<file path="config.mk">
export PLATFORM = sky130hd
export DESIGN_NAME = execute_stage
export DESIGN_NICKNAME = d
export VERILOG_FILES = /design/src/hdl/isa_pkg.sv /design/src/hdl/pipe_pkg.sv /design/src/hdl/execute_stage.sv
export SDC_FILE = /design/constraint.sdc
export NUM_CORES = 1
export LEC_CHECK = 0
export BUFFER_PORTS_ARGS = -buffer_cell sky130_fd_sc_hd__buf_2
export CORE_ASPECT_RATIO = 0.8
export CORE_MARGIN = 5
export CORE_UTILIZATION = 40
export DETAILED_ROUTE_END_ITERATION = 8
export PLACE_DENSITY_LB_ADDON = 0.3
export SYNTH_ARGS = -nofsm -noshare
export SYNTH_HDL_FRONTEND = slang
export SYNTH_SLANG_ARGS = --single-unit
export TNS_END_PERCENT = 20
</file>
<file path="constraint.sdc">
create_clock -name clk -period 3.75 [get_ports clk]
set_input_delay 0.75 -clock clk [delete_from_list [all_inputs] [get_ports clk]]
set_output_delay 0.75 -clock clk [all_outputs]
set_load 0.01 [all_outputs]
</file>
<file path="src/hdl/isa_pkg.sv">
// RV32I subset ISA definitions
// Widths, major opcodes, funct codes and the instruction format views
`default_nettype none

package isa_pkg;

    localparam int XLEN       = 32;
    localparam int REG_ADDR_W = 5;

    typedef logic [XLEN-1:0]       word_t;
    typedef logic [REG_ADDR_W-1:0] reg_idx_t;

    // Major opcodes
    localparam logic [6:0] OP_REG    = 7'b0110011;
    localparam logic [6:0] OP_IMM    = 7'b0010011;
    localparam logic [6:0] OP_LUI    = 7'b0110111;
    localparam logic [6:0] OP_LOAD   = 7'b0000011;
    localparam logic [6:0] OP_STORE  = 7'b0100011;
    localparam logic [6:0] OP_BRANCH = 7'b1100011;
    localparam logic [6:0] OP_JAL    = 7'b1101111;

    localparam logic [2:0] F3_ADD   = 3'b000; // ADD, SUB, ADDI
    localparam logic [2:0] F3_XOR   = 3'b100;
    localparam logic [2:0] F3_OR    = 3'b110;
    localparam logic [2:0] F3_AND   = 3'b111;
    localparam logic [2:0] F3_LW_SW = 3'b010; // Word access
    localparam logic [2:0] F3_BEQ   = 3'b000;
    localparam logic [6:0] F7_SUB   = 7'b0100000;

    typedef struct packed {
        logic [6:0] funct7;
        reg_idx_t   rs2;
        reg_idx_t   rs1;
        logic [2:0] funct3;
        reg_idx_t   rd;
        logic [6:0] opcode;
    } r_fmt_t;

    typedef struct packed {
        logic [11:0] imm;
        reg_idx_t    rs1;
        logic [2:0]  funct3;
        reg_idx_t    rd;
        logic [6:0]  opcode;
    } i_fmt_t;

    typedef struct packed {
        logic [6:0] imm_hi;
        reg_idx_t   rs2;
        reg_idx_t   rs1;
        logic [2:0] funct3;
        logic [4:0] imm_lo;
        logic [6:0] opcode;
    } s_fmt_t;

    // Scattered branch offset bits with bit 0 implied zero
    typedef struct packed {
        logic       imm12;
        logic [5:0] imm10_5;
        reg_idx_t   rs2;
        reg_idx_t   rs1;
        logic [2:0] funct3;
        logic [3:0] imm4_1;
        logic       imm11;
        logic [6:0] opcode;
    } b_fmt_t;

    typedef struct packed {
        logic [19:0] imm; // Upper 20 bits
        reg_idx_t    rd;
        logic [6:0]  opcode;
    } u_fmt_t;

    typedef struct packed {
        logic       imm20;
        logic [9:0] imm10_1;
        logic       imm11;
        logic [7:0] imm19_12;
        reg_idx_t   rd;
        logic [6:0] opcode;
    } j_fmt_t;

    // One instruction word read through whichever format the opcode names
    typedef union packed {
        r_fmt_t r_fmt;
        i_fmt_t i_fmt;
        s_fmt_t s_fmt;
        b_fmt_t b_fmt;
        u_fmt_t u_fmt;
        j_fmt_t j_fmt;
    } instr_u;

    localparam word_t NOP_INSTR = 32'h0000_0013; // ADDI x0, x0, 0

endpackage

`default_nettype wire

</file>
<file path="src/hdl/pipe_pkg.sv">
// Pipeline definitions for the five-stage core
// ALU operations, stage register bundles and the retire report
`default_nettype none

package pipe_pkg;

    localparam isa_pkg::word_t INT_VECTOR = 32'h0000_1000; // Interrupt target
    localparam int DMEM_WORDS = 256;
    localparam int DMEM_IDX_W = $clog2(DMEM_WORDS);        // Address bits 9:2

    typedef enum logic [2:0] {
        ALU_ADD,
        ALU_SUB,
        ALU_AND,
        ALU_OR,
        ALU_XOR,
        ALU_PASS_B  // LUI
    } alu_op_e;

    typedef struct packed {
        logic              valid;
        isa_pkg::word_t    pc;
        isa_pkg::reg_idx_t rd;
        isa_pkg::word_t    rs1_data;
        isa_pkg::word_t    rs2_data;
        isa_pkg::word_t    immediate;
        alu_op_e           alu_op;
        logic              use_imm;   // Operand B from immediate
        logic              reg_write;
        logic              mem_read;
        logic              mem_write;
        logic              branch;    // BEQ
        logic              jump;      // JAL
    } id_ex_t;

    typedef struct packed {
        logic              valid;
        isa_pkg::word_t    pc;
        isa_pkg::reg_idx_t rd;
        isa_pkg::word_t    alu_result; // Also the memory address
        isa_pkg::word_t    store_data;
        logic              reg_write;
        logic              mem_read;
        logic              mem_write;
    } ex_mem_t;

    typedef struct packed {
        logic              valid;
        isa_pkg::word_t    pc;
        isa_pkg::reg_idx_t rd;
        logic              reg_write;
        isa_pkg::word_t    wb_data;
    } mem_wb_t;

    // Retire report that doubles as the register file write port
    typedef struct packed {
        logic              valid;
        isa_pkg::word_t    pc;
        isa_pkg::reg_idx_t rd;
        logic              reg_write;
        isa_pkg::word_t    data;
    } retire_t;

endpackage

`default_nettype wire

</file>
<file path="src/hdl/execute_stage.sv">
// Execute stage
// ALU, BEQ and JAL resolution, and the EX/MEM register
`timescale 1ns/1ps
`default_nettype none

module execute_stage (
    input  logic              clk,
    input  logic              reset,
    input  pipe_pkg::id_ex_t  id_ex,
    output pipe_pkg::ex_mem_t ex_mem,
    output logic              redirect,
    output isa_pkg::word_t    redirect_pc
);

    isa_pkg::word_t op_b;
    isa_pkg::word_t alu_result;

    assign op_b = id_ex.use_imm ? id_ex.immediate : id_ex.rs2_data;

    always_comb begin
        case (id_ex.alu_op)
            pipe_pkg::ALU_SUB:    alu_result = id_ex.rs1_data - op_b;
            pipe_pkg::ALU_AND:    alu_result = id_ex.rs1_data & op_b;
            pipe_pkg::ALU_OR:     alu_result = id_ex.rs1_data | op_b;
            pipe_pkg::ALU_XOR:    alu_result = id_ex.rs1_data ^ op_b;
            pipe_pkg::ALU_PASS_B: alu_result = op_b;          // LUI
            default:              alu_result = id_ex.rs1_data + op_b;
        endcase
    end

    // Taken BEQ or any JAL jumps pc-relative
    assign redirect = id_ex.valid &&
                      (id_ex.jump || (id_ex.branch && id_ex.rs1_data == id_ex.rs2_data));
    assign redirect_pc = id_ex.pc + id_ex.immediate;

    always_ff @(posedge clk or posedge reset) begin
        if (reset) begin
            ex_mem <= '0;
        end else begin
            ex_mem.valid      <= id_ex.valid;
            ex_mem.pc         <= id_ex.pc;
            ex_mem.rd         <= id_ex.rd;
            ex_mem.alu_result <= id_ex.jump ? id_ex.pc + 32'd4 : alu_result; // JAL link
            ex_mem.store_data <= id_ex.rs2_data;
            ex_mem.reg_write  <= id_ex.reg_write;
            ex_mem.mem_read   <= id_ex.mem_read;
            ex_mem.mem_write  <= id_ex.mem_write;
        end
    end

endmodule

`default_nettype wire

</file>
Word-level counts from Yosys, hierarchy flattened
Cells that the tools add are included.
Widths: inputs -> output; s select.

operators by class
  add/subtract/negate cells = 4
  equality and inequality tests = 6
  reduce and logical (&&, ||, !) cells = 3
  mux-type cells = 3
  bitwise logic cells = 3

operator list
  operator               number
  $pmux 32 s5            1
  $add 32x32->32         2
  $mux 32                2
  $add 32x3->32 const B  1
  $and 32x32->32         1
  $eq 32x32->1           1
  $or 32x32->32          1
  $sub 32x32->32         1
  $xor 32x32->32         1
  $eq 3x2->1 const B     2
  $eq 3x3->1 const B     2
  $eq 3x1->1 const B     1
  $logic_and 1x1->1      2
  $logic_or 1x1->1       1

storage, ports and cells
  logic and storage cells = 27
  register bits = 105

Longest topological paths before layout
  depth in word-level cells = 4
  depth in mapped cells = 22

Least setup slack after synthesis
No wires, ideal clock.

  path type = input to register
  start point = in id_ex[5] in the netlist's numbering
  end point = reg ex_mem[59] in the netlist's numbering
  stages on the path = 19
  setup slack = -0.927 ns
  path buffers = 2
  data required time = 3.624 ns
  arrival = 4.551 ns
  library setup time = 0.126 ns
  cell sequence = buf_6 > buf_6 > mux2i_1 > ha_1 > nand3_1 > or3_1 > nor2_1 > and3_1 > nor2_1 > xnor2_1 > ha_1 > nand2_1 > or3_1 > o2111ai_1 > nand2_1 > o211ai_1 > a21oi_1 > xnor2_1 > a221o_1

on the way
  cells in the longest elaborated chain, start to end = 4
  elaborated cells between the ends (all ways) = 8
  those cells by class = add/sub (2); mux (3); bitwise (3)

ends and longest elaborated chain
  element                                       RTL line             RTL
  start, declared                               execute_stage.sv:9   input pipe_pkg::id_ex_t id_ex,
  $mux 32 *                                     execute_stage.sv:18  assign op_b = id_ex.use_imm ? id_ex.immediate : id_ex.rs2_data;
  $add 32x32->32, or another cell as far along  execute_stage.sv:27  default: alu_result = id_ex.rs1_data + op_b;
  $pmux 32 s5 *                                 execute_stage.sv:21  case (id_ex.alu_op)
  $mux 32 *                                     execute_stage.sv:43  ex_mem.alu_result <= id_ex.jump ? id_ex.pc + 32'd4 : alu_result;
  end, declared                                 execute_stage.sv:10  output pipe_pkg::ex_mem_t ex_mem,

Every way passes the cells marked *; elsewhere a longest branch is shown, timed or not.

Worst setup path after layout
  start point = in id_ex[5] in the netlist's numbering
  end point = reg ex_mem[53] in the netlist's numbering

The elaborated chain is that of the path after synthesis.

==> flow_metrics.py <==
metrics = {
    "power_and_ir_drop": {
        "total_power_mw": 4.60,
        "p_leak_nw": 7.35,
        "vdd_drop_max_v": 0.000180,
        "powerDensity_mw_per_mm2": 305,
    },
    "floorplan": {
        "io-pin-count": 283,
        "die_w_um": 188,
        "die_h_um": 152,
        "core_area_sq_mm": 0.0251,
        "num_rows": 52,
        "dieArea_sq_mm": 0.0286,
        "start_util": 0.403,
    },
    "synthesis": {
        "ys_ff_latch": 105,
        "netlist_top_cells_area": "dfrtp_1, ha_1, xnor2_1",
        "synth_ff_type": "dfrtp_1",
        "syn_area_per_cell_sq_um": 8.60,
        "synth_fp_nets": 1451,
        "synthCells": 1176,
        "synth_top_area_frac": 0.260,
        "yosys_warnings": 0,
        "netlist_top_cells_count": "ha_1, dfrtp_1, xnor2_1, a21oi_1, nor2_1",
        "async_flop_share": 1.00,
        "synth_edf_count": 0,
        "yosysMostFrequentCell": "ha_1",
        "synth_top_cell_by_area": "dfrtp_1",
        "syn-cell-area_sq_mm": 0.0101,
        "yosysSeqAreaShare": 0.260,
        "synth_cell_types": 65,
    },
    "finish": {
        "final-instance-count-excl-fill": 2053,
        "post-route-util": 0.600,
        "largest_registers": "ex_mem (105)",
        "layout-drive-gt1-share": 0.418,
        "regMostFlops": "ex_mem",
        "area_delta_synth_final_pct": 49.0,
        "largest_reg_flops": 105,
        "nets": 1997,
        "num-fill-cells": 2195,
    },
    "critical_path": {
        "worst_setup_path_start_kind": "input port",
        "cp_slowest_cell": "or3b_4",
        "arrival_ns": 4.30,
        "cp.required_ns": 4.00,
        "worstSetupPathType": "in -> reg",
        "crit_chain": "buf_12 -> buf_6 -> buf_4 -> a21oi_2 -> or3_4 -> or3b_4 -> nor2_4 -> a21oi_2 -> xnor2_1 -> ha_1 -> buf_4 -> and3_1 -> a31oi_4 -> o211ai_1 -> buf_4 -> buf_4 -> buf_4 -> xnor2_1 -> a221oi_1",
        "cpPeakStageDelay_ns": 0.45,
        "worstSetupEndpointType": "register",
        "crit_path_max_fanout": 7,
        "cp_common_cell": "buf_4",
    },
    "clock_network": {
        "clock_sinks": 105,
        "cts_htree_levels": 3,
        "ctsHoldBuffers": 0,
        "clockRootBuffer": "clkbuf_16",
        "cts_tree": "done",
        "numCtsBuffers": 9,
        "cts.path.max_buffers": 2,
        "cts.clk_slew.worst_paths_ns": 0.08,
    },
    "global_route": {
        "grt_usage": 0.287,
        "antenna_found_initial": 3,
        "grt_pass1_wl_mm": 64.8,
        "grt_max_degree": 93,
        "grt_pass1_vias": 11274,
        "overflow": 0,
    },
    "placed_design": {
        "portBuffers": 282,
        "placed_cells": 2010,
        "place_ws_ns": -0.960,
        "dp_hpwl_mm": 34.4,
        "gp_congestion": 0.951,
    },
    "drt": {
        "wire_per_inst_um": 20.9,
        "routed.top_layer": "met4",
        "dr_wl_met2_mm": 18.8,
        "drc": 0,
        "m1WireLength_mm": 18.4,
        "viasPerCell": 5.55,
        "wl_mm": 42.9,
        "firstDrtPassIters": 6,
        "wl_met3_mm": 4.24,
        "first_iter_violations": 1222,
        "vias": 11404,
        "ant_nets": 0,
    },
    "run_status": {
        "failed_checks": "setup timing",
        "outcome": "finished with violations",
    },
    "timing": {
        "worst_slew_margin_rel": 0.352,
        "clock.fmax_ghz": 0.247,
        "period_share": 1.08,
        "fin_crit_ns": 4.05,
        "rsz0062_at_grt": "true",
        "fin_tns_setup_ns": -5.29,
        "tightestPinTransition_ns": 0.972,
        "setup_slack_ns": -0.303,
        "slew_viol_final": 0,
        "setup_viol": 33,
        "hold_viol": 0,
    },
    "min_path": {
        "hold_class": "in -> async",
    },
    "run": {
        "maxCapViolCount": 0,
    },
}
-- cells by family (layout without fill, tap and decap cells) --
| logic type | Yosys count | after routing | synth area share |
|---|---|---|---|
| flip-flops | 105 | 105 | 0.260 |
| adder cells (fa/ha/maj) | 130 | 130 | 0.162 |
| XOR/XNOR | 143 | 143 | 0.124 |
| AND/OR/NAND/NOR | 283 | 283 | 0.136 |
| multiplexers | 39 | 39 | 0.0413 |
| AO/OA/AOI/OAI | 338 | 338 | 0.222 |
| buffers and inverters | 138 | 689 | 0.0546 |
| other | 0 | 2 | 0 |
-- routing by layer --
layer | GRT usage | vias up
met5 | 0 | -
met4 | 0.0849 | 0
met3 | 0.0538 | 95
met2 | 0.448 | 577
met1 | 0.407 | 5397
li1 | - | 5335
-- what timing repair did --
action,4_1_cts,5_1_grt
gates resized for setup,104,50
setup buffers,16,11
endpoints found under the setup margin,37,36
hold endpoints to repair,0,0
pin swaps,62,31
-- metrics by stage --
stage	hold WS, ns	cell area [sq um]
CTS	0.477	14700
global placement	0.857	13800
global route	0.475	15100
detailed placement	0.860	13800
floorplan	0.781	10200
finish	0.483	15100
-- layout by cell type (no fill, tap or decap), types with 9 or more instances in the layout --
cell / instances
nor2_1: 73
a21o_1: 26
a31oi_1: 13
o21ai_1: 11
buf_4: 287
nand3_1: 24
inv_2: 9
nand4_1: 16
nand2_1: 65
ha_1: 116
a21oi_2: 12
ha_4: 10
mux2i_4: 11
buf_2: 277
buf_6: 12
a221o_1: 11
inv_1: 81
dfrtp_1: 105
a21oi_1: 89
nand2b_1: 10
clkbuf_16: 9
o211ai_1: 9
mux2i_1: 26
o21ai_0: 44
o21a_1: 12
o221ai_1: 12
a221oi_1: 15
xnor2_1: 101
a211oi_1: 17
nor3_1: 19
and3_1: 15
xor2_1: 39
-- final timing paths --
check | slack, ns | from | end | cells past startpoint
worst max-delay path | -0.30 | id_ex[5] | ex_mem[53]$_DFF_PP0_ | 19
worst min-delay path | 0.48 | reset | ex_mem[94]$_DFF_PP0_ | 2
max in group asynchronous | 2.38 | reset | ex_mem[34]$_DFF_PP0_ | 3
min in group clk | 0.49 | id_ex[108] | ex_mem[70]$_DFF_PP0_ | 1
-- worst max-delay path, delay by kind of cell --
kind	cells	cell delay, ns
xor gates and xnor gates	2	0.29
buffers and inverters	7	0.96
AOI/OAI and AO/OA	5	0.80
adders and majority gates	1	0.35
and+or+nand+nor	4	1.14
-- cell type report --
type | instances | area, sq um | share of cell area
flip-flops and latches | 105 | 2630 | 0.174
diodes | 2 | 5.00 | 0.000332
multi-input cells | 933 | 7650 | 0.508
clock inverters | 7 | 61.3 | 0.00407
clock buffers | 9 | 225 | 0.0149
inverters | 93 | 352 | 0.0233
repair buffers | 580 | 3750 | 0.249
well taps | 324 | 405 | 0.0269
-- power by group --
| part | total (mW) | internal, mW | switching (mW) |
|---|---|---|---|
| registers | 1.26 | 1.22 | 0.0381 |
| logic | 2.38 | 1.08 | 1.30 |
| clock network | 0.954 | 0.465 | 0.489 |
| total | 4.60 | 2.77 | 1.83 |
No activity file was read; power rests on OpenSTA's default activity.
