<file path="src/hdl/isa_pkg.sv">
// RV32I subset ISA definitions
// Widths, major opcodes, funct codes and the instruction format views
`default_nettype none

package isa_pkg;

    localparam int XLEN       = 32;
    localparam int REG_ADDR_W = 5;

    typedef logic [XLEN-1:0]       word_t;
    typedef logic [REG_ADDR_W-1:0] reg_idx_t;

    // Major opcodes
    localparam logic [6:0] OP_REG    = 7'b0110011;
    localparam logic [6:0] OP_IMM    = 7'b0010011;
    localparam logic [6:0] OP_LUI    = 7'b0110111;
    localparam logic [6:0] OP_LOAD   = 7'b0000011;
    localparam logic [6:0] OP_STORE  = 7'b0100011;
    localparam logic [6:0] OP_BRANCH = 7'b1100011;
    localparam logic [6:0] OP_JAL    = 7'b1101111;

    localparam logic [2:0] F3_ADD   = 3'b000; // ADD, SUB, ADDI
    localparam logic [2:0] F3_XOR   = 3'b100;
    localparam logic [2:0] F3_OR    = 3'b110;
    localparam logic [2:0] F3_AND   = 3'b111;
    localparam logic [2:0] F3_LW_SW = 3'b010; // Word access
    localparam logic [2:0] F3_BEQ   = 3'b000;
    localparam logic [6:0] F7_SUB   = 7'b0100000;

    typedef struct packed {
        logic [6:0] funct7;
        reg_idx_t   rs2;
        reg_idx_t   rs1;
        logic [2:0] funct3;
        reg_idx_t   rd;
        logic [6:0] opcode;
    } r_fmt_t;

    typedef struct packed {
        logic [11:0] imm;
        reg_idx_t    rs1;
        logic [2:0]  funct3;
        reg_idx_t    rd;
        logic [6:0]  opcode;
    } i_fmt_t;

    typedef struct packed {
        logic [6:0] imm_hi;
        reg_idx_t   rs2;
        reg_idx_t   rs1;
        logic [2:0] funct3;
        logic [4:0] imm_lo;
        logic [6:0] opcode;
    } s_fmt_t;

    // Scattered branch offset bits with bit 0 implied zero
    typedef struct packed {
        logic       imm12;
        logic [5:0] imm10_5;
        reg_idx_t   rs2;
        reg_idx_t   rs1;
        logic [2:0] funct3;
        logic [3:0] imm4_1;
        logic       imm11;
        logic [6:0] opcode;
    } b_fmt_t;

    typedef struct packed {
        logic [19:0] imm; // Upper 20 bits
        reg_idx_t    rd;
        logic [6:0]  opcode;
    } u_fmt_t;

    typedef struct packed {
        logic       imm20;
        logic [9:0] imm10_1;
        logic       imm11;
        logic [7:0] imm19_12;
        reg_idx_t   rd;
        logic [6:0] opcode;
    } j_fmt_t;

    // One instruction word read through whichever format the opcode names
    typedef union packed {
        r_fmt_t r_fmt;
        i_fmt_t i_fmt;
        s_fmt_t s_fmt;
        b_fmt_t b_fmt;
        u_fmt_t u_fmt;
        j_fmt_t j_fmt;
    } instr_u;

    localparam word_t NOP_INSTR = 32'h0000_0013; // ADDI x0, x0, 0

endpackage

`default_nettype wire

</file>
<file path="src/hdl/pipe_pkg.sv">
// Pipeline definitions for the five-stage core
// ALU operations, stage register bundles and the retire report
`default_nettype none

package pipe_pkg;

    localparam isa_pkg::word_t INT_VECTOR = 32'h0000_1000; // Interrupt target
    localparam int DMEM_WORDS = 256;
    localparam int DMEM_IDX_W = $clog2(DMEM_WORDS);        // Address bits 9:2

    typedef enum logic [2:0] {
        ALU_ADD,
        ALU_SUB,
        ALU_AND,
        ALU_OR,
        ALU_XOR,
        ALU_PASS_B  // LUI
    } alu_op_e;

    typedef struct packed {
        logic              valid;
        isa_pkg::word_t    pc;
        isa_pkg::reg_idx_t rd;
        isa_pkg::word_t    rs1_data;
        isa_pkg::word_t    rs2_data;
        isa_pkg::word_t    immediate;
        alu_op_e           alu_op;
        logic              use_imm;   // Operand B from immediate
        logic              reg_write;
        logic              mem_read;
        logic              mem_write;
        logic              branch;    // BEQ
        logic              jump;      // JAL
    } id_ex_t;

    typedef struct packed {
        logic              valid;
        isa_pkg::word_t    pc;
        isa_pkg::reg_idx_t rd;
        isa_pkg::word_t    alu_result; // Also the memory address
        isa_pkg::word_t    store_data;
        logic              reg_write;
        logic              mem_read;
        logic              mem_write;
    } ex_mem_t;

    typedef struct packed {
        logic              valid;
        isa_pkg::word_t    pc;
        isa_pkg::reg_idx_t rd;
        logic              reg_write;
        isa_pkg::word_t    wb_data;
    } mem_wb_t;

    // Retire report that doubles as the register file write port
    typedef struct packed {
        logic              valid;
        isa_pkg::word_t    pc;
        isa_pkg::reg_idx_t rd;
        logic              reg_write;
        isa_pkg::word_t    data;
    } retire_t;

endpackage

`default_nettype wire

</file>
<file path="src/hdl/fetch_stage.sv">
// Fetch stage
// Program counter, next-PC choice and the IF/ID register
`timescale 1ns/1ps
`default_nettype none

module fetch_stage (
    input  logic            clk,
    input  logic            reset,
    input  logic            interrupt,
    input  logic            stall,
    input  logic            redirect,
    input  isa_pkg::word_t  redirect_pc,
    input  isa_pkg::word_t  imem_data,
    output isa_pkg::word_t  imem_addr,
    output isa_pkg::instr_u if_id_instr,
    output isa_pkg::word_t  if_id_pc,
    output logic            if_id_valid
);

    isa_pkg::word_t pc;
    isa_pkg::word_t next_pc;

    assign imem_addr = pc; // Instruction returns in the same cycle

    // Interrupt wins over redirect, redirect over stall
    always_comb begin
        if (interrupt) begin
            next_pc = pipe_pkg::INT_VECTOR;
        end else if (redirect) begin
            next_pc = redirect_pc;
        end else if (stall) begin
            next_pc = pc;           // Hold
        end else begin
            next_pc = pc + 32'd4;
        end
    end

    always_ff @(posedge clk or posedge reset) begin
        if (reset) begin
            pc <= '0;
        end else begin
            pc <= next_pc;
        end
    end

    always_ff @(posedge clk or posedge reset) begin
        if (reset) begin
            if_id_instr <= isa_pkg::NOP_INSTR;
            if_id_pc    <= '0;
            if_id_valid <= 1'b0;
        end else if (interrupt || redirect) begin
            if_id_instr <= isa_pkg::NOP_INSTR; // Squash wrong-path fetch
            if_id_valid <= 1'b0;
        end else if (!stall) begin
            if_id_instr <= imem_data;
            if_id_pc    <= pc;
            if_id_valid <= 1'b1;
        end
    end

endmodule

`default_nettype wire

</file>
<file path="config.mk">
export PLATFORM = sky130hd
export DESIGN_NAME = fetch_stage
export DESIGN_NICKNAME = d
export VERILOG_FILES = /design/src/hdl/isa_pkg.sv /design/src/hdl/pipe_pkg.sv /design/src/hdl/fetch_stage.sv
export SDC_FILE = /design/constraint.sdc
export NUM_CORES = 1
export LEC_CHECK = 0
export BUFFER_PORTS_ARGS = -buffer_cell sky130_fd_sc_hd__buf_2
export CAP_MARGIN = 20
export CORE_AREA = 2 2 120 93
export CTS_CLUSTER_DIAMETER = 30
export DETAILED_ROUTE_END_ITERATION = 10
export DIE_AREA = 0 0 122 95
export GPL_TIMING_DRIVEN = 0
export PLACE_DENSITY = 0.72
export SYNTH_ARGS = -nofsm -noshare
export SYNTH_HDL_FRONTEND = slang
export SYNTH_SLANG_ARGS = --single-unit
</file>
<file path="constraint.sdc">
create_clock -name clk -period 2.7 [get_ports clk]
set_input_delay 0.135 -clock clk [delete_from_list [all_inputs] [get_ports clk]]
set_output_delay 0.135 -clock clk [all_outputs]
set_load 0.005 [all_outputs]
</file>
After elaboration in Yosys (flattened, before gate mapping)
Cells that the tools add are included.

Order comparisons: 0. Equality and inequality tests: 2. Shifts and indexed selects: 0. Div/mod/pow operators: 0. $mul: 0. Muxes and demuxes: 7. Bitwise gates (word level): 2. Reduce and logical (&&, ||, !) cells: 2. Add/subtract/negate cells: 1.

Operators with widths (number): two-way mux 32 bit (5); adder 32 x 3 -> 32 bit (second input constant) (1); != test 3 x 2 -> 1 bit (second input constant) (1); two-way mux 1 bit (2); != test 2 x 1 -> 1 bit (second input constant) (1); NOT 1 bit (2); AND reduction 2 bit (1); logical OR 1 bit (1).

Bits in read-only memories: 0. Register bits: 97. Bits in writable memories: 0. Latch bits: 0. Output and inout port bits: 97. Memories: 0. Logic and storage cells: 18.

Longest topological paths before layout
Gate-level depths: netlist (run 1).

Depth in word-level cells: 4. Mapped depth: 6.

Least setup slack after synthesis (run 1)
No wires, ideal clock.

Path type: flip-flop to flip-flop. Start: reg pc[4] (netlist: imem_addr[4]). End: reg pc[18] (netlist: imem_addr[18]). Clock period less this slack: 2027 ps. Stages on the path, launching flop included: 6. Arrival: 1928 ps. Slack: 673 ps. Required time: 2601 ps. Path buffers: 1. Cells stage by stage: dfrtp_1 -> nand4_4 -> or4_4 -> buf_6 -> or4_1 -> a311oi_1.

Word-level cells in the longest chain between the ends: 4.

RTL lines: from (decl) (line fetch_stage.sv:20) `isa_pkg::word_t pc;`; from (signal assigned) (line fetch_stage.sv:42) `pc <= next_pc;`; adder 32 x 3 -> 32 bit (line fetch_stage.sv:34) `next_pc = pc + 32'd4;`; two-way mux 32 bit (line fetch_stage.sv:31) `end else if (stall) begin`; two-way mux 32 bit (line fetch_stage.sv:29) `end else if (redirect) begin`; two-way mux 32 bit (line fetch_stage.sv:27) `if (interrupt) begin`.

No other way between the ends. The select of a mux whose other input is x is not followed. A chain may end at the register's enable or synchronous reset.

Worst setup path in the final report (run 1)
Start: reg pc[12] (netlist: imem_addr[12]). End: reg pc[22] (netlist: imem_addr[22]).

The elaborated chain is that of the path after synthesis.

==> impl_metrics.py, run 1 <==
metrics = {
    "worst_setup_path": {
        "path_buf_inv": 2,
        "cp_cell_sequence": "nand4_1, or4_4, buf_6, clkbuf_1, o41ai_1, a311oi_1",
        "crit_path_end_kind": "flip-flop",
        "slowest_delay_ns": 0.54,
        "crit_type": "flip-flop to flip-flop",
        "cp-start-kind": "flip-flop",
        "path_max_fanout": 10,
        "cp_slowest_cell": "or4_4",
        "path_delay_family": "simple AND/OR/NAND/NOR gates",
        "r2r_slack_ns": 0.37,
        "worstPathRequired_ns": 2.89,
        "worstPathArrival_ns": 2.53,
    },
    "yosys": {
        "synth_edf_count": 0,
        "synth_ff_type": "dfrtp_1",
        "yosys.area_share.simple": 0.162,
        "ys_ff_latch": 97,
        "synth-compound-area-share": 0.108,
        "synthCells": 420,
        "synth-async-reset-ratio": 1.00,
        "synth_area_leaders": "dfrtp_1 51%, mux2_2 7.9%, mux2i_1 7.6%",
        "synth_cell_types": 57,
        "synth-seq-area-share": 0.530,
        "synth_mux_area_frac": 0.155,
        "yosysTopAreaCell": "dfrtp_1",
        "yosysWarnings": 0,
        "syn_nets": 490,
        "syn_area_mm2": 0.00458,
        "yosysTopAreaCellShare": 0.513,
        "post_synth_xor_area_fraction": 0.00956,
        "synth_top_family_by_area": "simple AND/OR/NAND/NOR gates",
        "avgSynthCellArea_um2": 10.9,
        "synthAdderAreaFrac": 0.00273,
    },
    "global_route": {
        "antenna_found_initial": 1,
        "grtUsageTotal": 0.230,
        "grt_max_degree": 63,
        "grt-ovfl-total": 0,
        "grt_pass1_wl_um": 20400,
        "grt_pass1_vias": 3999,
    },
    "hold_path": {
        "hold_class": "primary input to flip-flop",
    },
    "run": {
        "maxCapViolations": 0,
    },
    "routing": {
        "viasPerCell": 5.53,
        "drt_iter0_markers": 235,
        "via_count": 4118,
        "firstDrtPassIters": 5,
        "wl_um": 13100,
        "wl_per_cell_um": 17.7,
        "post-route-drc-count": 0,
        "final_antenna_net_count": 0,
    },
    "die": {
        "core_area_mm2": 0.0105,
        "rows": 33,
        "die_y_um": 95,
        "die_area_mm2": 0.0116,
        "start_util": 0.435,
        "die_x_um": 122,
        "io_pins": 166,
    },
    "clocking": {
        "numCtsBuffers": 9,
        "cts_root_buffer": "clkbuf_16",
        "clk_transition_reported_paths_ns": 0.07,
        "cts_tree": "built",
        "post_cts_resized": 0,
        "cts_buffer_depth": 2,
        "clock-sinks": 97,
        "clock_latency_ns": 0.35,
        "ctsHtreeMaxLevel": 3,
    },
    "place": {
        "place.gp.congestion": 0.852,
        "io_buffers": 163,
        "dpl.cell_count": 724,
        "dpl.hpwl_um": 9580,
    },
    "power": {
        "report.power.total_mw": 3.52,
        "vdd_drop_max_mv": 0.330,
        "powerDensity_mw_per_mm2": 590,
        "p_leak_nw": 3.00,
    },
    "sta": {
        "tightest_slew_ns": 0.815,
        "hold_violations": 0,
        "min_period_over_period": 0.864,
        "slew_violations": 0,
        "fmax_mhz": 428,
        "skew_ns": 0.00663,
        "setup_violations": 0,
        "timing.hold.ws_ns": 0.0111,
        "relSlewSlack": 0.456,
        "grt_setup_unrepaired": "false",
        "finalCriticalPeriod_ns": 2.33,
    },
    "cells_and_area": {
        "drive_above_1_share": 0.373,
        "final_cells": 744,
        "fin_nets": 669,
        "area_growth_pct": 30.1,
        "layout_commonest_cell": "buf_2",
        "antennaDiodeCount": 0,
        "layout_common_cells": "165 x buf_2, 94 x dfrtp_1, 56 x nor2_1",
    },
    "outcome": {
        "status": "complete, no violations",
    },
}
[cell usage after synthesis, types with 3 or more instances]
cell	n
nor4_1	6
nor3_1	8
a21oi_1	7
o21ai_0	12
dfstp_2	3
or4_1	4
a311oi_1	11
mux2i_1	35
o211a_1	3
or3_1	7
a211oi_1	6
nand3b_1	3
nand3_1	9
clkbuf_1	24
nand4_1	7
xnor2_1	4
and3_1	5
o31ai_1	3
nor2_1	56
inv_1	10
mux2_2	32
dfrtp_1	94
nand2_1	24
buf_1	3
[path summary, 6_finish.rpt]
path / depth (start not counted) / to / startpoint
min in group asynchronous: 3 / if_id_instr[3] / reset
worst min-delay path: 3 / if_id_instr[4] / imem_data[4]
worst min register to register: 1 / if_id_valid / if_id_valid
max in group asynchronous: 4 / imem_addr[10] / reset
worst max register to register: 6 / imem_addr[22] / imem_addr[12]
worst max-delay path: 6 / imem_addr[22] / imem_addr[12]
[state kept, by name (all words and copies together), names as in the netlist]
| register | cells |
|---|---|
| if_id_instr | 32 |
| if_id_pc | 32 |
| if_id_valid | 1 |
| imem_addr | 32 |
[timing repair]
action                                 4_1_cts  5_1_grt
hold buffers                                 2        0
buffers inserted                             0        0
endpoints found under the hold margin       33        0
[metal layers]
layer / part of all wire / wire, um / GRT usage
met2: 0.48 / 6280 / 0.387
met1: 0.43 / 5680 / 0.299
met3: 0.080 / 1050 / 0.0634
met4: 0.0092 / 121 / 0.0508
met5: 0.00084 / 11 / 0
[through the flow]
| step | cell area (um2) | TNS, ns | util | setup WS (ns) |
|---|---|---|---|---|
| after floorplan | 4580 | 0 | - | 0.0362 |
| after global placement | 5570 | -98.12 | 0.529 | -1.05 |
| after detailed placement | 5600 | 0 | 0.532 | 0.269 |
| after CTS | 5950 | 0 | 0.565 | 0.352 |
| after global routing | 5960 | 0 | 0.566 | 0.239 |
| final | 5960 | 0 | 0.566 | 0.366 |
[cells by family after synthesis]
logic type,Yosys count
xor+xnor,5
compound gates,66
buf+inv,38
mux,67
fa+ha+maj,1
simple gates,146
flops,97
[final cells by class]
class,instances,area (um2)
Multi-Input combinational cell,285,2000
Buffer,28,113
Timing Repair Buffer,168,873
Fill cell,939,4570
Clock buffer,9,225
Sequential cell,97,2430
Inverter,10,40.0
Clock inverter,7,103
Tap cell,140,175
[power breakdown]
group	total, mW	switching (mW)	internal, mW
Clock	1.39	0.567	0.819
Combinational	0.476	0.236	0.240
Sequential	1.66	0.0912	1.56
[worst min-delay path: stages]
cell and delay, ns:
buf_2 0.08, mux2i_1 0.05, nand2_1 0.06
(Power assumes the default switching activity.)
==> run 2: changes to the inputs <==
Settings changed: CORE_AREA 2 2 120 93 to 2 2 119 92, CTS_BUF_LIST from default to sky130_fd_sc_hd__clkbuf_2 sky130_fd_sc_hd__clkbuf_4 sky130_fd_sc_hd__clkbuf_8, DIE_AREA 0 0 122 95 to 0 0 121 94, PLACE_DENSITY 0.72 to 0.74.
==> run 2 against run 1 <==
Effect of this change: wire length increased by 1.0%; setup slack got worse by 0.060 ns; via count up 3.9%; critical path type unchanged; highest routed layer is now met4.
==> impl_metrics.py, run 2 (synthesis results as in run 1) <==
metrics = {
    "outcome": {
        "status": "complete, no violations",
    },
    "sta": {
        "finalSetupTns_ns": 0,
        "finalCriticalPeriod_ns": 2.39,
        "timing.hold.ws_ns": 0.0115,
        "slew_violations": 0,
        "setup_violations": 0,
        "hold_violations": 0,
        "min_period_over_period": 0.886,
        "grt_setup_unrepaired": "false",
        "skew_ns": 0.0110,
        "tightest_slew_ns": 0.747,
        "fmax_mhz": 418,
        "relSlewSlack": 0.502,
    },
    "cells_and_area": {
        "drive_above_1_share": 0.362,
        "layout_common_cells": "165 x buf_2, 94 x dfrtp_1, 56 x nor2_1",
        "multi_input_area_mm2": 0.00200,
        "fin_nets": 686,
        "antennaDiodeCount": 0,
        "nFillCells": 887,
        "area_growth_pct": 31.9,
        "layout_commonest_cell": "buf_2",
        "seq_area_mm2": 0.00243,
        "finalInstanceArea_mm2": 0.00605,
    },
    "routing": {
        "post-route-drc-count": 0,
        "firstDrtPassIters": 6,
        "via_count": 4277,
        "wl_per_cell_um": 17.5,
        "wl_um": 13300,
        "viasPerCell": 5.65,
        "drt_iter0_markers": 306,
        "final_antenna_net_count": 0,
    },
    "place": {
        "dpl_cell_area_mm2": 0.00560,
        "place.gp.congestion": 0.886,
        "io_buffers": 163,
        "dpl.hpwl_um": 9610,
    },
    "clocking": {
        "numCtsBuffers": 9,
        "post_cts_resized": 0,
        "clk_transition_reported_paths_ns": 0.09,
        "clock_latency_ns": 0.37,
        "clock-sinks": 97,
        "cts_root_buffer": "clkbuf_8",
        "cts_tree": "built",
        "cts_buffer_depth": 2,
        "ctsHtreeMaxLevel": 3,
    },
    "hold_path": {
        "hold_class": "primary input to flip-flop",
    },
    "die": {
        "core_area_mm2": 0.0101,
        "rows": 32,
        "die_y_um": 94,
        "io_pins": 166,
        "start_util": 0.452,
        "die_area_mm2": 0.0114,
        "die_x_um": 121,
    },
    "global_route": {
        "grt-ovfl-total": 0,
        "grt_pass1_vias": 4226,
        "antenna_found_initial": 0,
        "grtUsageTotal": 0.241,
        "grt_max_degree": 71,
        "grt_pass1_wl_um": 21300,
    },
    "worst_setup_path": {
        "cp-start-kind": "flip-flop",
        "cp_cell_sequence": "nand4_1, or4_4, buf_6, clkbuf_1, o41ai_1, a311oi_1",
        "crit_type": "flip-flop to flip-flop",
        "worstPathArrival_ns": 2.60,
        "slowest_delay_ns": 0.54,
        "path_max_fanout": 10,
        "cp_slowest_cell": "or4_4",
        "crit_path_end_kind": "flip-flop",
        "worstPathRequired_ns": 2.91,
    },
    "run": {
        "maxCapViolations": 0,
    },
    "power": {
        "p_leak_nw": 3.04,
        "powerDensity_mw_per_mm2": 547,
        "vdd_drop_max_mv": 0.450,
    },
}
==> run 2: cell types whose count changed in the layout (fill, tap and decap cells not counted), moves of 3 or more <==
cell,delta
dlygate4sd3_1,+17
clkbuf_8,+10
clkbuf_16,-9
clkinv_4,-3
==> run 2: layer usage <==
| layer | vias to the layer above | track usage | share of wire |
|---|---|---|---|
| li1 | 1922 | - | - |
| met1 | 2101 | 0.332 | 0.44 |
| met2 | 233 | 0.370 | 0.46 |
| met3 | 21 | 0.0546 | 0.085 |
| met4 | 0 | 0.0940 | 0.018 |
| met5 | - | 0 | 0 |
==> run 2: layout make-up <==
cell class                      count  area share
Timing Repair Buffer              185       0.173
Clock inverter                      5      0.0170
Buffer                             28      0.0186
Multi-Input combinational cell    285       0.331
Clock buffer                       11      0.0240
Sequential cell                    97       0.402
Tap cell                          136      0.0281
Inverter                           10     0.00662
==> run 2: timing repair <==
item                                   CTS  global route
buffers inserted                         0             0
hold buffers                            19             0
endpoints found under the hold margin   45             0
==> run 2: power breakdown <==
| part | switching [mW] | internal (mW) | total, mW |
|---|---|---|---|
| combinational | 0.239 | 0.256 | 0.495 |
| clock | 0.510 | 0.650 | 1.16 |
| sequential | 0.0922 | 1.56 | 1.66 |
| total | 0.841 | 2.47 | 3.31 |
==> run 2: final timing paths <==
kind	from	to	slack, ns	depth (start not counted)
min in group asynchronous	reset	if_id_instr[14]	0.32	3
max	imem_addr[12]	imem_addr[24]	0.31	6
min reg2reg	if_id_valid	if_id_valid	0.49	1
min	imem_data[31]	if_id_instr[31]	0.01	3
max reg2reg	imem_addr[12]	imem_addr[24]	0.31	6
max in group asynchronous	reset	if_id_instr[4]	1.68	4
==> run 2: metrics by stage <==
stage,power (mW),util,cells,setup slack [ns]
6_report,3.31,0.597,757,0.307
5_1_grt,3.48,0.597,757,0.191
3_3_place_gp,2.13,0.550,719,-1.07
2_1_floorplan,1.91,-,420,0.0362
4_1_cts,3.33,0.596,755,0.343
3_5_place_dp,2.16,0.553,720,0.329
==> run 2: critical path, delay by kind of cell, from the launching register on <==
family                 cells  cell delay [ns]
buffers and inverters      2             0.43
and+or+nand+nor            2             0.73
AOI/OAI and AO/OA          2             0.56
DFF                        1             0.51
==> run 3: changes to the inputs <==
Settings changed: CORE_AREA 2 2 119 92 to 2 2 114 88, DIE_AREA 0 0 121 94 to 0 0 116 90, PLACE_DENSITY 0.74 to 0.77.
Clock period 2.7 ns to 3.02 ns, I/O delays scaled along.
==> run 3 against run 2 <==
Effect of this change: sequential share of layout area grew 1.3 points; cell area shrank 3.1%; cell count fell by 2.4%; via count fell by 3.3%; utilization is 2.7 points higher; clock skew increased by 0.0021 ns; largest cell class unchanged; highest routed layer unchanged.
==> impl_metrics.py, run 3 (synthesis results as in run 1) <==
metrics = {
    "outcome": {
        "status": "complete, no violations",
    },
    "worst_setup_path": {
        "worstPathRequired_ns": 3.23,
        "crit_type": "flip-flop to flip-flop",
        "cp-start-kind": "flip-flop",
        "slowest_delay_ns": 0.53,
        "cp_cell_sequence": "nand4_4, or4_4, buf_6, clkbuf_1, o41ai_1, a311oi_1",
        "cp_slowest_cell": "dfrtp_1",
        "worstPathArrival_ns": 2.72,
        "path_buf_inv": 2,
        "path_delay_family": "simple AND/OR/NAND/NOR gates",
        "path_max_fanout": 10,
        "crit_path_end_kind": "flip-flop",
    },
    "power": {
        "vdd_drop_max_mv": 0.274,
        "p_leak_nw": 2.95,
        "powerDensity_mw_per_mm2": 474,
        "power_frac_seq": 0.532,
        "report.power.total_mw": 2.78,
        "clockPowerShare": 0.313,
        "p_comb_frac": 0.155,
        "internal_power_mw": 2.04,
        "p_sw_frac": 0.267,
        "switchingPower_mw": 0.741,
    },
    "global_route": {
        "use_met2": 0.390,
        "grt-ovfl-total": 0,
        "grt_max_degree": 69,
        "grtUsageTotal": 0.253,
        "use_met3": 0.0701,
        "antenna_found_initial": 0,
        "busiest_layer": "met2",
        "met1_usage": 0.350,
        "grt_pass1_wl_um": 20600,
        "grt_pass1_vias": 4127,
    },
    "cells_and_area": {
        "drive_above_1_share": 0.371,
        "fin_nets": 672,
        "layout_commonest_cell": "buf_2",
        "seq_area_mm2": 0.00243,
        "area_growth_pct": 27.8,
        "multi_input_area_mm2": 0.00200,
        "antennaDiodeCount": 0,
        "nFillCells": 825,
        "layout_common_cells": "164 x buf_2, 94 x dfrtp_1, 56 x nor2_1",
    },
    "sta": {
        "min_period_over_period": 0.831,
        "skew_ns": 0.0131,
        "slew_violations": 0,
        "finalCriticalPeriod_ns": 2.51,
        "finalSetupTns_ns": 0,
        "hold_violations": 0,
        "setup_violations": 0,
        "fmax_mhz": 399,
        "grt_setup_unrepaired": "false",
        "timing.hold.ws_ns": 0.0212,
        "relSlewSlack": 0.471,
        "tightest_slew_ns": 0.794,
    },
    "routing": {
        "final_antenna_net_count": 0,
        "post-route-drc-count": 0,
        "wl_um": 12900,
        "firstDrtPassIters": 5,
        "via_count": 4134,
        "wl_per_cell_um": 17.5,
        "viasPerCell": 5.59,
        "drt_iter0_markers": 320,
    },
    "run": {
        "maxCapViolations": 0,
    },
    "clocking": {
        "cts_tree": "built",
        "cts_root_buffer": "clkbuf_8",
        "post_cts_resized": 0,
        "clock_latency_ns": 0.37,
        "cts_buffer_depth": 2,
        "clk_transition_reported_paths_ns": 0.10,
        "ctsHtreeMaxLevel": 3,
        "numCtsBuffers": 9,
        "clock-sinks": 97,
    },
    "place": {
        "dpl.hpwl_um": 9270,
        "io_buffers": 163,
        "place.gp.congestion": 0.901,
    },
    "die": {
        "start_util": 0.488,
        "die_y_um": 90,
        "rows": 31,
        "core_area_mm2": 0.00939,
        "die_area_mm2": 0.0104,
        "die_x_um": 116,
        "io_pins": 166,
    },
    "hold_path": {
        "hold_class": "primary input to flip-flop",
    },
}
==> run 3: changes by cell type in the layout (fill, tap and decap cells not counted), sizes merged <==
cell	change
clkinv	-1
bufinv	-2
buf	-1
dlygate4sd3	-14
clkinvlp	+2
clkbuf	+2
==> run 3: final cells by class <==
type | instances | area share
tap | 132 | 0.0282
clock buffer | 12 | 0.0261
clock inverter | 4 | 0.00897
timing repair buffer | 171 | 0.154
multi-input combinational | 285 | 0.342
inverter | 10 | 0.00683
sequential | 97 | 0.415
buffer | 28 | 0.0192
==> run 3: per-stage QoR <==
step,worst slack [ns],instances,utilization,area [um2]
after floorplan,0.340,420,-,4580
after global placement,-0.706,715,0.593,5560
after detailed placement,0.625,716,0.596,5590
after CTS,0.623,737,0.623,5850
after global routing,0.480,739,0.624,5860
final,0.512,739,0.624,5860
==> run 3: worst paths after layout <==
path                                from               to  slack, ns  cells past startpoint
setup reg to reg            imem_addr[4]    imem_addr[24]       0.51                      6
hold / removal             imem_data[23]  if_id_instr[23]       0.02                      3
min in group asynchronous          reset   if_id_instr[2]       0.33                      3
hold reg to reg              if_id_valid      if_id_valid       0.49                      1
setup / recovery            imem_addr[4]    imem_addr[24]       0.51                      6
max in group asynchronous          reset      if_id_valid       2.02                      4
==> run 3: worst register-to-register path, cell delays in order, from the launching register on <==
cell	delay, ns
dfrtp_1	0.53
nand4_4	0.19
or4_4	0.52
buf_6	0.16
clkbuf_1	0.26
o41ai_1	0.51
a311oi_1	0.17
==> run 3: repair_timing <==
action	CTS	global route
setup endpoints to repair	0	0
endpoints found under the hold margin	30	0
buffers inserted	0	0
hold buffers	5	0
==> run 3: routing by layer <==
| metal | vias up | wire (um) |
|---|---|---|
| met5 | - | 0 |
| met4 | 0 | 149 |
| met3 | 15 | 1280 |
| met2 | 238 | 5980 |
| met1 | 1989 | 5490 |
| li1 | 1892 | - |
==> run 3: power groups by stage <==
| stage | Combinational (mW) | Sequential [mW] | Clock [mW] |
|---|---|---|---|
| 6_report | 0.431 | 1.48 | 0.871 |
| 2_1_floorplan | 0.210 | 1.50 | 0 |
| 3_3_place_gp | 0.409 | 1.49 | 0 |
| 3_5_place_dp | 0.428 | 1.50 | 0 |
| 5_1_grt | 0.476 | 1.49 | 0.951 |
| 4_1_cts | 0.435 | 1.48 | 0.897 |
